$ cat src/include/balance_defs.svh
// widths, PID coefficients and torque shaping constants of the balance controller
`ifndef BALANCE_DEFS_SVH
`define BALANCE_DEFS_SVH

//////////////////////////////
// datapath widths
//////////////////////////////
`define BAL_PTCH_W       16   // raw pitch from the inertial unit
`define BAL_ERR_W        10   // pitch error after saturation
`define BAL_DIFF_W       7    // derivative difference after saturation
`define BAL_INTEG_W      18   // integrator accumulator
`define BAL_I_SHIFT      6    // low integrator bits dropped for the I term
`define BAL_TORQUE_W     16   // PID terms and motor torque
`define BAL_LD_W         12   // load cell difference, lft minus rght
`define BAL_STEER_SHIFT  3    // steering uses load difference / 8
`define BAL_SPD_W        11   // unsigned motor speed

//////////////////////////////
// PID coefficients
//////////////////////////////
`define BAL_P_COEFF      14   // proportional gain
`define BAL_D_COEFF      20   // derivative gain

//////////////////////////////
// torque shaping
//////////////////////////////
// below the band the motors get a steeper gain so they come out
// of the dead zone quickly, above it a fixed duty offset is added
`define BAL_LOW_TORQUE_BAND  70   // 5 * P coeff
`define BAL_GAIN_MULT        15   // 1 + min duty / band
`define BAL_MIN_DUTY         980  // duty that keeps the motor stiff

`endif

$ cat src/logic/balance_pkg.sv
// shared signed and unsigned datapath types of the balance controller
`include "balance_defs.svh"

package balance_pkg;

  //////////////////////////////
  // signed datapath types
  //////////////////////////////
  typedef logic signed [`BAL_PTCH_W-1:0]   ptch_t;      // measured pitch
  typedef logic signed [`BAL_ERR_W-1:0]    ptch_err_t;  // saturated pitch error
  typedef logic signed [`BAL_INTEG_W-1:0]  integ_t;     // integrator accumulator
  typedef logic signed [`BAL_TORQUE_W-1:0] torque_t;    // PID terms and torque
  typedef logic signed [`BAL_LD_W-1:0]     ld_diff_t;   // load cell difference

  //////////////////////////////
  // unsigned outputs
  //////////////////////////////
  typedef logic [`BAL_SPD_W-1:0] spd_t;  // motor speed magnitude

endpackage

$ cat src/logic/torque_cmd.sv
// pitch error saturation, P term, PID sum and differential steering
`include "balance_defs.svh"

module torque_cmd import balance_pkg::*; (
  input  ptch_t     ptch,          // measured pitch
  input  ld_diff_t  ld_cell_diff,  // lft load minus rght load
  input  logic      en_steer,      // rider is steering by leaning
  input  torque_t   i_term,        // from integrator, sign extended
  input  torque_t   d_term,        // from derivative, sign extended
  output ptch_err_t ptch_err,      // saturated error, to I and D
  output torque_t   lft_torque,
  output torque_t   rght_torque
);

  localparam int ERR_W = `BAL_ERR_W;
  localparam int PTCH_W = `BAL_PTCH_W;
  localparam ptch_err_t ERR_MAX = {1'b0, {(ERR_W-1){1'b1}}};  // 0x1ff
  localparam ptch_err_t ERR_MIN = {1'b1, {(ERR_W-1){1'b0}}};  // 0x200

  logic    upper_ones;   // bits above error msb all set
  logic    upper_zeros;  // bits above error msb all clear
  torque_t err_ext;      // error widened to torque width
  torque_t p_term;
  torque_t pid_cntrl;
  torque_t ld_ext;       // load difference widened
  torque_t steer;        // load difference / 8

  //////////////////////////////
  // pitch saturation
  //////////////////////////////
  // the value fits in 10 bits when everything from bit 9 up is a copy of the sign
  assign upper_ones  = &ptch[PTCH_W-1:ERR_W-1];
  assign upper_zeros = ~|ptch[PTCH_W-1:ERR_W-1];

  assign ptch_err = (upper_ones || upper_zeros) ? ptch_err_t'(ptch[ERR_W-1:0]) :
                    (ptch[PTCH_W-1] ? ERR_MIN : ERR_MAX);  // clip to the rail

  //////////////////////////////
  // proportional term
  //////////////////////////////
  assign err_ext = torque_t'(ptch_err);  // sign extends
  assign p_term  = err_ext * torque_t'(`BAL_P_COEFF);  // at most 15 bits of magnitude

  //////////////////////////////
  // PID sum and steering
  //////////////////////////////
  assign pid_cntrl = p_term + i_term + d_term;  // wraps at 16 bits

  assign ld_ext = torque_t'(ld_cell_diff);
  assign steer  = ld_ext >>> `BAL_STEER_SHIFT;  // arithmetic, keeps sign

  // leaning load to one side slows that wheel and speeds up the other
  assign lft_torque  = en_steer ? (pid_cntrl - steer) : pid_cntrl;
  assign rght_torque = en_steer ? (pid_cntrl + steer) : pid_cntrl;

endmodule

$ cat src/logic/ptch_integrator.sv
// pitch error integrator with overflow freeze, rider-off clear and I term
`include "balance_defs.svh"

module ptch_integrator import balance_pkg::*; (
  input  logic      clk,
  input  logic      rst_n,
  input  logic      vld,        // new inertial reading this cycle
  input  logic      rider_off,  // no weight on the load cells
  input  ptch_err_t ptch_err,
  output torque_t   i_term
);

  localparam int MSB = `BAL_INTEG_W - 1;

  integ_t integ;      // accumulator
  integ_t err_ext;    // error widened to 18 bits
  integ_t nxt_integ;  // candidate sum
  logic   ovfl;       // signed overflow on the candidate

  //////////////////////////////
  // next sum and overflow
  //////////////////////////////
  assign err_ext   = integ_t'(ptch_err);
  assign nxt_integ = integ + err_ext;

  // same sign going in, different sign coming out
  assign ovfl = (integ[MSB] == err_ext[MSB]) && (nxt_integ[MSB] != integ[MSB]);

  //////////////////////////////
  // accumulator
  //////////////////////////////
  always_ff @(posedge clk or negedge rst_n) begin
    if (!rst_n) begin
      integ <= '0;
    end else if (rider_off) begin
      integ <= '0;  // rider stepped off, wind down
    end else if (vld && !ovfl) begin
      integ <= nxt_integ;
    end
    // otherwise hold, this also freezes on overflow
  end

  // upper 12 bits carry the I term
  assign i_term = torque_t'($signed(integ[MSB:`BAL_I_SHIFT]));

endmodule

$ cat src/logic/ptch_derivative.sv
// two-deep pitch error history, saturated difference and D term
`include "balance_defs.svh"

module ptch_derivative import balance_pkg::*; (
  input  logic      clk,
  input  logic      rst_n,
  input  logic      vld,       // shift in a new reading
  input  ptch_err_t ptch_err,  // current saturated error
  output torque_t   d_term
);

  localparam int ERR_W  = `BAL_ERR_W;
  localparam int DIFF_W = `BAL_ERR_W + 1;  // full difference of two errors
  localparam int SAT_W  = `BAL_DIFF_W;
  localparam logic signed [SAT_W-1:0] DIFF_MAX = {1'b0, {(SAT_W-1){1'b1}}};  // 0x3f
  localparam logic signed [SAT_W-1:0] DIFF_MIN = {1'b1, {(SAT_W-1){1'b0}}};  // 0x40

  ptch_err_t                 err_q1;    // previous reading
  ptch_err_t                 err_q2;    // reading two strobes back
  logic signed [DIFF_W-1:0]  diff;      // current minus err_q2
  logic signed [SAT_W-1:0]   diff_sat;
  logic                      hi_ones;
  logic                      hi_zeros;

  //////////////////////////////
  // error history
  //////////////////////////////
  always_ff @(posedge clk or negedge rst_n) begin
    if (!rst_n) begin
      err_q1 <= '0;
      err_q2 <= '0;
    end else if (vld) begin
      err_q1 <= ptch_err;
      err_q2 <= err_q1;  // two readings ago
    end
  end

  //////////////////////////////
  // difference and D term
  //////////////////////////////
  assign diff = {ptch_err[ERR_W-1], ptch_err} - {err_q2[ERR_W-1], err_q2};

  // fits in 7 bits when the bits from 6 up all match the sign
  assign hi_ones  = &diff[DIFF_W-1:SAT_W-1];
  assign hi_zeros = ~|diff[DIFF_W-1:SAT_W-1];

  assign diff_sat = (hi_ones || hi_zeros) ? diff[SAT_W-1:0] :
                    (diff[DIFF_W-1] ? DIFF_MIN : DIFF_MAX);

  assign d_term = torque_t'(diff_sat) * torque_t'(`BAL_D_COEFF);  // at most 13 bits

endmodule

$ cat src/logic/torque_shaper.sv
// torque shaping for one motor: band gain or min duty, magnitude and direction
`include "balance_defs.svh"

module torque_shaper import balance_pkg::*; (
  input  torque_t torque,  // signed torque request
  output spd_t    spd,     // unsigned speed, saturated
  output logic    rev      // 1 runs the motor in reverse
);

  localparam int TQ_W  = `BAL_TORQUE_W;
  localparam int SPD_W = `BAL_SPD_W;

  logic [TQ_W-1:0] abs_torque;   // magnitude of the request
  logic            in_band;      // small torque region
  torque_t         duty_offset;  // torque pushed away from zero
  torque_t         band_gain;    // torque scaled inside the band
  torque_t         shaped;
  logic [TQ_W-1:0] abs_shaped;

  //////////////////////////////
  // band select
  //////////////////////////////
  // two's complement magnitude, 0x8000 stays 0x8000 and reads as large
  assign abs_torque = torque[TQ_W-1] ? -torque : torque;
  assign in_band    = (abs_torque < TQ_W'(`BAL_LOW_TORQUE_BAND));

  //////////////////////////////
  // shaping
  //////////////////////////////
  // outside the band add the minimum duty in the direction of travel
  assign duty_offset = torque[TQ_W-1] ? (torque - torque_t'(`BAL_MIN_DUTY)) :
                                        (torque + torque_t'(`BAL_MIN_DUTY));

  // inside the band a steeper slope meets the offset line at the band edge
  assign band_gain = torque * torque_t'(`BAL_GAIN_MULT);  // truncates to 16 bits

  assign shaped = in_band ? band_gain : duty_offset;

  //////////////////////////////
  // speed and direction
  //////////////////////////////
  assign rev = shaped[TQ_W-1];  // sign of shaped value

  assign abs_shaped = shaped[TQ_W-1] ? -shaped : shaped;

  // anything above 11 bits pins the speed at full scale
  assign spd = (|abs_shaped[TQ_W-1:SPD_W]) ? {SPD_W{1'b1}} : abs_shaped[SPD_W-1:0];

endmodule

$ cat src/logic/balance_cntrl.sv
// balance controller top: PID command, integrator, derivative and two motor shapers
module balance_cntrl import balance_pkg::*; (
  input  logic     clk,
  input  logic     rst_n,
  input  logic     vld,           // one-cycle strobe, new inertial reading
  input  ptch_t    ptch,          // measured pitch
  input  ld_diff_t ld_cell_diff,  // lft load minus rght load
  input  logic     rider_off,     // no rider on the platform
  input  logic     en_steer,      // steering by load enabled
  output spd_t     lft_spd,
  output logic     lft_rev,
  output spd_t     rght_spd,
  output logic     rght_rev
);

  ptch_err_t ptch_err;     // saturated pitch error
  torque_t   i_term;       // integral term
  torque_t   d_term;       // derivative term
  torque_t   lft_torque;
  torque_t   rght_torque;

  //////////////////////////////
  // PID command
  //////////////////////////////
  torque_cmd u_torque_cmd (
    .ptch         (ptch),
    .ld_cell_diff (ld_cell_diff),
    .en_steer     (en_steer),
    .i_term       (i_term),
    .d_term       (d_term),
    .ptch_err     (ptch_err),
    .lft_torque   (lft_torque),
    .rght_torque  (rght_torque)
  );

  //////////////////////////////
  // stored state
  //////////////////////////////
  ptch_integrator u_integrator (
    .clk       (clk),
    .rst_n     (rst_n),
    .vld       (vld),
    .rider_off (rider_off),
    .ptch_err  (ptch_err),
    .i_term    (i_term)
  );

  ptch_derivative u_derivative (
    .clk      (clk),
    .rst_n    (rst_n),
    .vld      (vld),
    .ptch_err (ptch_err),
    .d_term   (d_term)
  );

  //////////////////////////////
  // motor shaping
  //////////////////////////////
  torque_shaper u_shape_lft (
    .torque (lft_torque),
    .spd    (lft_spd),
    .rev    (lft_rev)
  );

  torque_shaper u_shape_rght (
    .torque (rght_torque),
    .spd    (rght_spd),
    .rev    (rght_rev)
  );

endmodule

$ cat config.mk
export PLATFORM = sky130hd
export DESIGN_NAME = balance_cntrl
export DESIGN_NICKNAME = d
export VERILOG_FILES = /design/src/logic/balance_pkg.sv /design/src/logic/torque_cmd.sv /design/src/logic/ptch_integrator.sv /design/src/logic/ptch_derivative.sv /design/src/logic/torque_shaper.sv /design/src/logic/balance_cntrl.sv
export VERILOG_INCLUDE_DIRS = /design/src /design/src/include
export SDC_FILE = /design/constraint.sdc
export NUM_CORES = 1
export LEC_CHECK = 0
export BUFFER_PORTS_ARGS = -buffer_cell sky130_fd_sc_hd__buf_2
export CORE_MARGIN = 2
export CORE_UTILIZATION = 35
export DETAILED_ROUTE_END_ITERATION = 8
export PLACE_DENSITY = 0.52
export SLEW_MARGIN = 20
export SYNTH_ARGS = -nofsm -noshare
export SYNTH_HDL_FRONTEND = slang
export SYNTH_SLANG_ARGS = --single-unit
$ cat constraint.sdc
create_clock -name clk -period 12.4 [get_ports clk]
set_clock_uncertainty 0.05 [all_clocks]
set_input_delay 0.62 -clock clk [delete_from_list [all_inputs] [get_ports clk]]
set_output_delay 0.62 -clock clk [all_outputs]
set_load 0.005 [all_outputs]
Yosys cells after proc, flatten, opt, wreduce, memory -nomap -nowiden
Cells that the tools add are included.

word-level totals
  logic and storage cells = 57
  bits of input ports = 33
  register bits = 38

cells by class
  magnitude comparators = 2
  mux-type cells = 18
  reduce and logical (&&, ||, !) cells = 14
  equal/unequal tests = 2
  add/subtract/negate cells = 14
  multipliers = 4

operators by type and width
  cell                                                  count
  2-to-1 mux 16 bit                                     10
  negator 16 bit                                        4
  2-to-1 mux 18 bit                                     2
  adder 16 x 11 -> 16 bit (second input constant)       2
  < comparator 16 x 7 -> 1 bit (second input constant)  2
  multiplier 16 x 5 -> 16 bit (second input constant)   2
  subtractor 16 x 11 -> 16 bit (second input constant)  2
  2-to-1 mux 11 bit                                     2
  2-to-1 mux 10 bit                                     2
  adder 18 x 10 -> 18 bit                               1
  adder 15 x 12 -> 16 bit                               1
  adder 16 bit                                          1
  adder 16 x 9 -> 16 bit                                1
  subtractor 16 x 9 -> 16 bit                           1
  OR reduction 5 bit                                    3
  multiplier 10 x 4 -> 14 bit (second input constant)   1
  2-to-1 mux 7 bit                                      2
  multiplier 7 x 4 -> 11 bit (second input constant)    1
  subtractor 10 x 10 -> 11 bit                          1
  AND reduction 7 bit                                   1
  OR reduction 7 bit                                    1
  AND reduction 5 bit                                   1
  logical NOT 1 bit                                     3
  logical AND 1 bit                                     2
  other kinds (4)                                       5

Logic depth before layout (Yosys ltp)
  word-level depth = 21
  gate-level depth with buffers = 65
  mapped depth without buffers = 61

Cells and area by module
Synthesis repeated with hierarchy kept, for this count alone.

second synthesis, totals
  cells, all modules = 1,761
  area total of the unflattened synthesis = 13,947.1 um^2

by module, submodules not included
  module                         cells an instance  instances  area each (um^2)
  torque_cmd                     477                1          3,584.7
  torque_shaper at u_shape_lft   465                1          3,489.6
  torque_shaper at u_shape_rght  416                1          3,251.9
  ptch_integrator                230                1          1,951.9
  ptch_derivative                173                1          1,669.1

Worst setup path before layout
OpenSTA, ideal clock, no wires.

  path type = input to output
  from = in ptch[15]
  to = out rght_spd[10]
  stages on the path = 59
  arrival = 12.876 ns
  path slack = -1.146 ns
  required time = 11.730 ns
  path through = clkbuf_1 -> nand3_1 -> o21ai_0 -> clkbuf_1 -> nor2_1 -> a21oi_1 -> inv_1 -> ha_1 -> nor2b_1 -> o21ai_0 -> nand2b_1 -> a21o_1 -> a21o_1 -> a21o_1 -> a21o_1 -> a21o_1 -> a21oi_1 -> xnor2_1 -> [... 23 more ...] -> xnor2_1 -> a21o_1 -> inv_1 -> ha_1 -> inv_1 -> fa_1 -> inv_1 -> fa_1 -> ha_1 -> a21oi_1 -> o21ai_0 -> xnor2_1 -> mux2_4 -> or3_1 -> a21o_1 -> a221oi_2 -> buf_4 -> nand3_1

between the ends
  word-level cells in the longest chain between the ends = 21
  elaborated cells on any way between the ends = 31
  classes of those cells = add/sub (8); mul (3); order compare (1); mux (10); reduce/logical (9)

ends and longest elaborated chain
  element                       RTL line               source
  start, declared               balance_cntrl.sv:6     input ptch_t ptch,
  OR reduction 7 bit            torque_cmd.sv:33       assign upper_zeros = ~|ptch[PTCH_W-1:ERR_W-1];
  logical NOT 1 bit             torque_cmd.sv:33
  logical OR 1 bit              torque_cmd.sv:35       assign ptch_err = (upper_ones || upper_zeros) ? ptch_err_t'(ptch[ERR_W-1:0]) :
  2-to-1 mux 10 bit (*)         torque_cmd.sv:35
  via ptch_err[1]               balance_cntrl.sv:16    ptch_err_t ptch_err;
  subtractor 10 x 10 -> 11 bit  ptch_derivative.sv:41  assign diff = {ptch_err[ERR_W-1], ptch_err} - {err_q2[ERR_W-1], err_q2};
  OR reduction 5 bit            ptch_derivative.sv:45  assign hi_zeros = ~|diff[DIFF_W-1:SAT_W-1];
  logical NOT 1 bit             ptch_derivative.sv:45
  [... 6 more ...]              -
  negator 16 bit                torque_shaper.sv:24    assign abs_torque = torque[TQ_W-1] ? -torque : torque;
  2-to-1 mux 16 bit             torque_shaper.sv:24
  < comparator 16 x 7 -> 1 bit  torque_shaper.sv:25    assign in_band = (abs_torque < TQ_W'(`BAL_LOW_TORQUE_BAND));
  2-to-1 mux 16 bit (*)         torque_shaper.sv:37    assign shaped = in_band ? band_gain : duty_offset;
  negator 16 bit                torque_shaper.sv:44    assign abs_shaped = shaped[TQ_W-1] ? -shaped : shaped;
  2-to-1 mux 16 bit (*)         torque_shaper.sv:44
  OR reduction 5 bit            torque_shaper.sv:47    assign spd = (|abs_shaped[TQ_W-1:SPD_W]) ? {SPD_W{1'b1}} : abs_shaped[SPD_W-1:0];
  2-to-1 mux 11 bit (*)         torque_shaper.sv:47
  end, declared                 balance_cntrl.sv:12    output spd_t rght_spd,

Mark *: on every way through the listed nets, which the timed path passes. The rest lies on a longest branch.

Worst setup path after layout
  from = in ptch[13]
  to = out rght_spd[7]

between the ends
  word-level cells in the longest chain between the ends = 21
  elaborated cells on any way between the ends = 30
  classes of those cells = add/sub (8); mul (3); order compare (1); mux (9); reduce/logical (9)

ends and longest elaborated chain
  element                       RTL line               source
  OR reduction 7 bit            torque_cmd.sv:33
  logical NOT 1 bit             torque_cmd.sv:33
  logical OR 1 bit (*)          torque_cmd.sv:35
  2-to-1 mux 10 bit (*)         torque_cmd.sv:35
  subtractor 10 x 10 -> 11 bit  ptch_derivative.sv:41
  OR reduction 5 bit            ptch_derivative.sv:45
  logical NOT 1 bit             ptch_derivative.sv:45
  logical OR 1 bit              ptch_derivative.sv:47  assign diff_sat = (hi_ones || hi_zeros) ? diff[SAT_W-1:0] :
  [... 5 more ...]              -
  negator 16 bit                torque_shaper.sv:24
  2-to-1 mux 16 bit             torque_shaper.sv:24
  < comparator 16 x 7 -> 1 bit  torque_shaper.sv:25
  2-to-1 mux 16 bit (*)         torque_shaper.sv:37
  negator 16 bit                torque_shaper.sv:44
  2-to-1 mux 16 bit (*)         torque_shaper.sv:44
  OR reduction 5 bit            torque_shaper.sv:47
  2-to-1 mux 11 bit (*)         torque_shaper.sv:47

Mark *: on every way between the ends. The rest lies on a longest branch, timed or not.

==> key figures <==
Run status
  • Run status: finished, violations left
  • Failing checks: negative setup slack

Detailed routing
  • Post-route antenna net violation count: 0
  • DR pass1 iterations: 5
  • Via count: ~13000
  • Iter 0 DRT Violations: ~660
  • DR DRC count: 0
  • Wire per inst: approximately 15 um
  • Final wirelength: roughly 40000 um
  • Vias per std cell: ~5.1

Worst setup path
  • Crit path kind: primary input to output pin
  • CP Capture Type: output pin
  • Slowest CP cell: fa_1
  • Largest stage delay on the critical path: around 0.54 ns
  • CP arrival: between 10 and 15 ns
  • Crit Reg-Reg Startpoint: u_integrator.integ[1]$_DFFE_PN0P_
  • CP dominant cell by count: a21o_1
  • CP startpoint kind: primary input
  • Worst Reg-to-Reg Cells: 17
  • Worst R2R Setup Slack: roughly 8.0 ns
  • Critical Path RT: approximately 12 ns
  • Crit Path Max Fanout: 6
  • Worst reg2reg path endpoint: u_integrator.integ[12]$_DFFE_PN0P_

Timing
  • Hold slack: about 0.42 ns
  • Final TNS setup: -0.6763 ns
  • Post-route setup slack: -0.09211 ns
  • Slew Limit Fails: 0
  • Slew @ Worst Pin: roughly 0.93 ns
  • Rel. slew slack: between 30% and 40%
  • Min cycle time layout: around 12 ns
  • Period Utilization, post-route: 100.7%
  • Final setup viols: 11
  • Max Freq: 80.05 MHz
  • Final Hold Vio Count: 0
  • RSZ-0062 raised after global routing: yes

Synth
  • Area contributors post-synth: ha_1, fa_1, dfrtp_1
  • Syn Area/Cell: between 7 and 8 um^2
  • Distinct cells, synth: ~110
  • FF+latch count, synth: 38
  • Synth async-reset ratio: 100.0%
  • Synth cell count leaders: inv_1, ha_1, a21oi_1, nor2_1, nand2_1
  • Synth warn: 0
  • Count leader, synth: inv_1
  • Synthesized net count: between 2000 and 2500
  • Post-synth top area share: between 10% and 20%
  • Post-synthesis sequential area ratio: 7.140%
  • Synthesized instance count: 1698
  • Area leader, netlist: ha_1
  • EDFF count, synth: 0
  • Ys flop type: dfrtp_1
  • Mapped Area: 0.01332 mm^2

Die
  • Die area: between 0.03 and 0.04 mm^2
  • Die Width: approximately 200 um
  • Num ports: 57
  • Die height: between 150 and 200 um
  • Std cell rows: between 70 and 80
  • Core area: around 0.038 mm^2
  • Initial core utilization: between 30% and 40%

Layout
  • Layout area overhead: 36.30%
  • Ratio of cells with drive above 1 in the final layout: between 30% and 40%
  • Final Util: roughly half
  • Final Cell Area: between 0.015 and 0.02 mm^2
  • # nets final: roughly 2400

Clock tree
  • Number of CTS-inserted buffers: 5
  • Clock root buffer: clkbuf_16
  • Clock Latency Late Sink: ~0.29 ns
  • Worst-path clk slew: 0.06 ns
  • Clock Sinks: 38
  • Htree depth: 2
  • TritonCTS clock tree: yes
  • CTS max path bufs: 2

Placement
  • Placed instance area: around 0.016 mm^2
  • # port buffers: 53
  • Dpl hpwl: 31350 um
  • Final GP Congestion: 0.8696

GRT
  • Total congestion overflow: 0
  • Total Routing Usage GR: between 10% and 20%
  • Largest net degree at the start of global routing: 59
  • Initial antenna violation count: 0
  • Vias in the first global route: about 13000
  • Global-route wire length before repair: 65030 um

Hold path
  • Min-delay worst type: primary input to async pin

Job
  • Max-Cap Viols: 0
==> metal layers <==
layer / wire, um / track usage, %
met2: 18490 / 34.24
met4: 466 / 2.792
met1: 19400 / 27.60
met5: 0 / 0
met3: 1252 / 1.992
==> kinds of logic after synthesis <==
family	count (synthesis)	share of synthesized area, %
simple gates	450	16.77
xor+xnor	141	9.639
mux	47	3.711
flops	38	7.140
buf+inv	270	7.995
fa+ha+maj	271	29.69
compound gates	481	25.06
==> repair_timing <==
action                                  in CTS  in global routing
buffers inserted                            47                 18
pin swaps                                   59                 87
resized for setup                          111                106
endpoints found under the setup margin      22                 24
hold buffers                                 0                  0
gates cloned                                 2                  0
==> per-stage QoR <==
| stage | instances | setup WS [ns] |
|---|---|---|
| 2_1_floorplan | 1698 | 0.001448 |
| 6_report | 2591 | -0.09211 |
| 3_3_place_gp | 2518 | -0.5132 |
| 4_1_cts | 2575 | -0.2417 |
| 3_5_place_dp | 2518 | -0.6304 |
| 5_1_grt | 2590 | -0.6631 |
==> how the worst max path moves through the flow <==
stage          slack (ns)      from  cells past startpoint            to
2_1_floorplan       0.001  ptch[15]                     60  rght_spd[10]
3_3_place_gp        -0.51  ptch[12]                     59   rght_spd[9]
3_5_place_dp        -0.63  ptch[12]                     61   rght_spd[9]
4_1_cts             -0.24  ptch[13]                     63   rght_spd[9]
5_1_grt             -0.66  ptch[13]                     62   rght_spd[0]
6_report            -0.09  ptch[13]                     59   rght_spd[7]
==> cell type report <==
class | count | area (um^2)
Timing Repair Buffer | 430 | 3188
Tap cell | 511 | 639.4
Sequential cell | 38 | 950.9
Inverter | 213 | 802.0
Fill cell | 3626 | 19420
Clock inverter | 2 | 12.51
Antenna cell | 1 | 2.502
Clock buffer | 6 | 138.9
Multi-Input combinational cell | 1390 | 12420
==> registers in the layout, summed over array words and instances, names as in the netlist <==
name / flops
u_integrator.integ: 18
u_derivative.err_q1: 10
u_derivative.err_q2: 10
==> critical path, delay by kind of cell <==
kind            cells  cell delay [ns]
buf+inv            10             1.05
mux                 1             0.26
compound gates     20             3.74
xor+xnor            3             0.41
simple gates       13             1.94
fa+ha+maj          12             3.77
==> layout by cell type, fill, tap and decap left out, types with 17 or more instances in the layout <==
| master | n |
|---|---|
| ha_1 | 169 |
| nor3_1 | 36 |
| xnor2_2 | 17 |
| mux2i_1 | 31 |
| buf_4 | 363 |
| o21ai_0 | 73 |
| fa_1 | 71 |
| ha_4 | 23 |
| nand3_1 | 32 |
| nand2_1 | 107 |
| xor2_1 | 41 |
| nand2b_1 | 19 |
| xnor2_1 | 78 |
| a21oi_2 | 26 |
| o211ai_1 | 18 |
| nor2_1 | 114 |
| a21oi_1 | 98 |
| a21o_1 | 42 |
| buf_2 | 48 |
| buf_6 | 18 |
| inv_1 | 196 |
| nor2b_1 | 20 |
| dfrtp_1 | 38 |
Power is left out: the tool's default activity adds up to more than one toggle a clock period on the data nets, which glitch-free logic cannot reach.
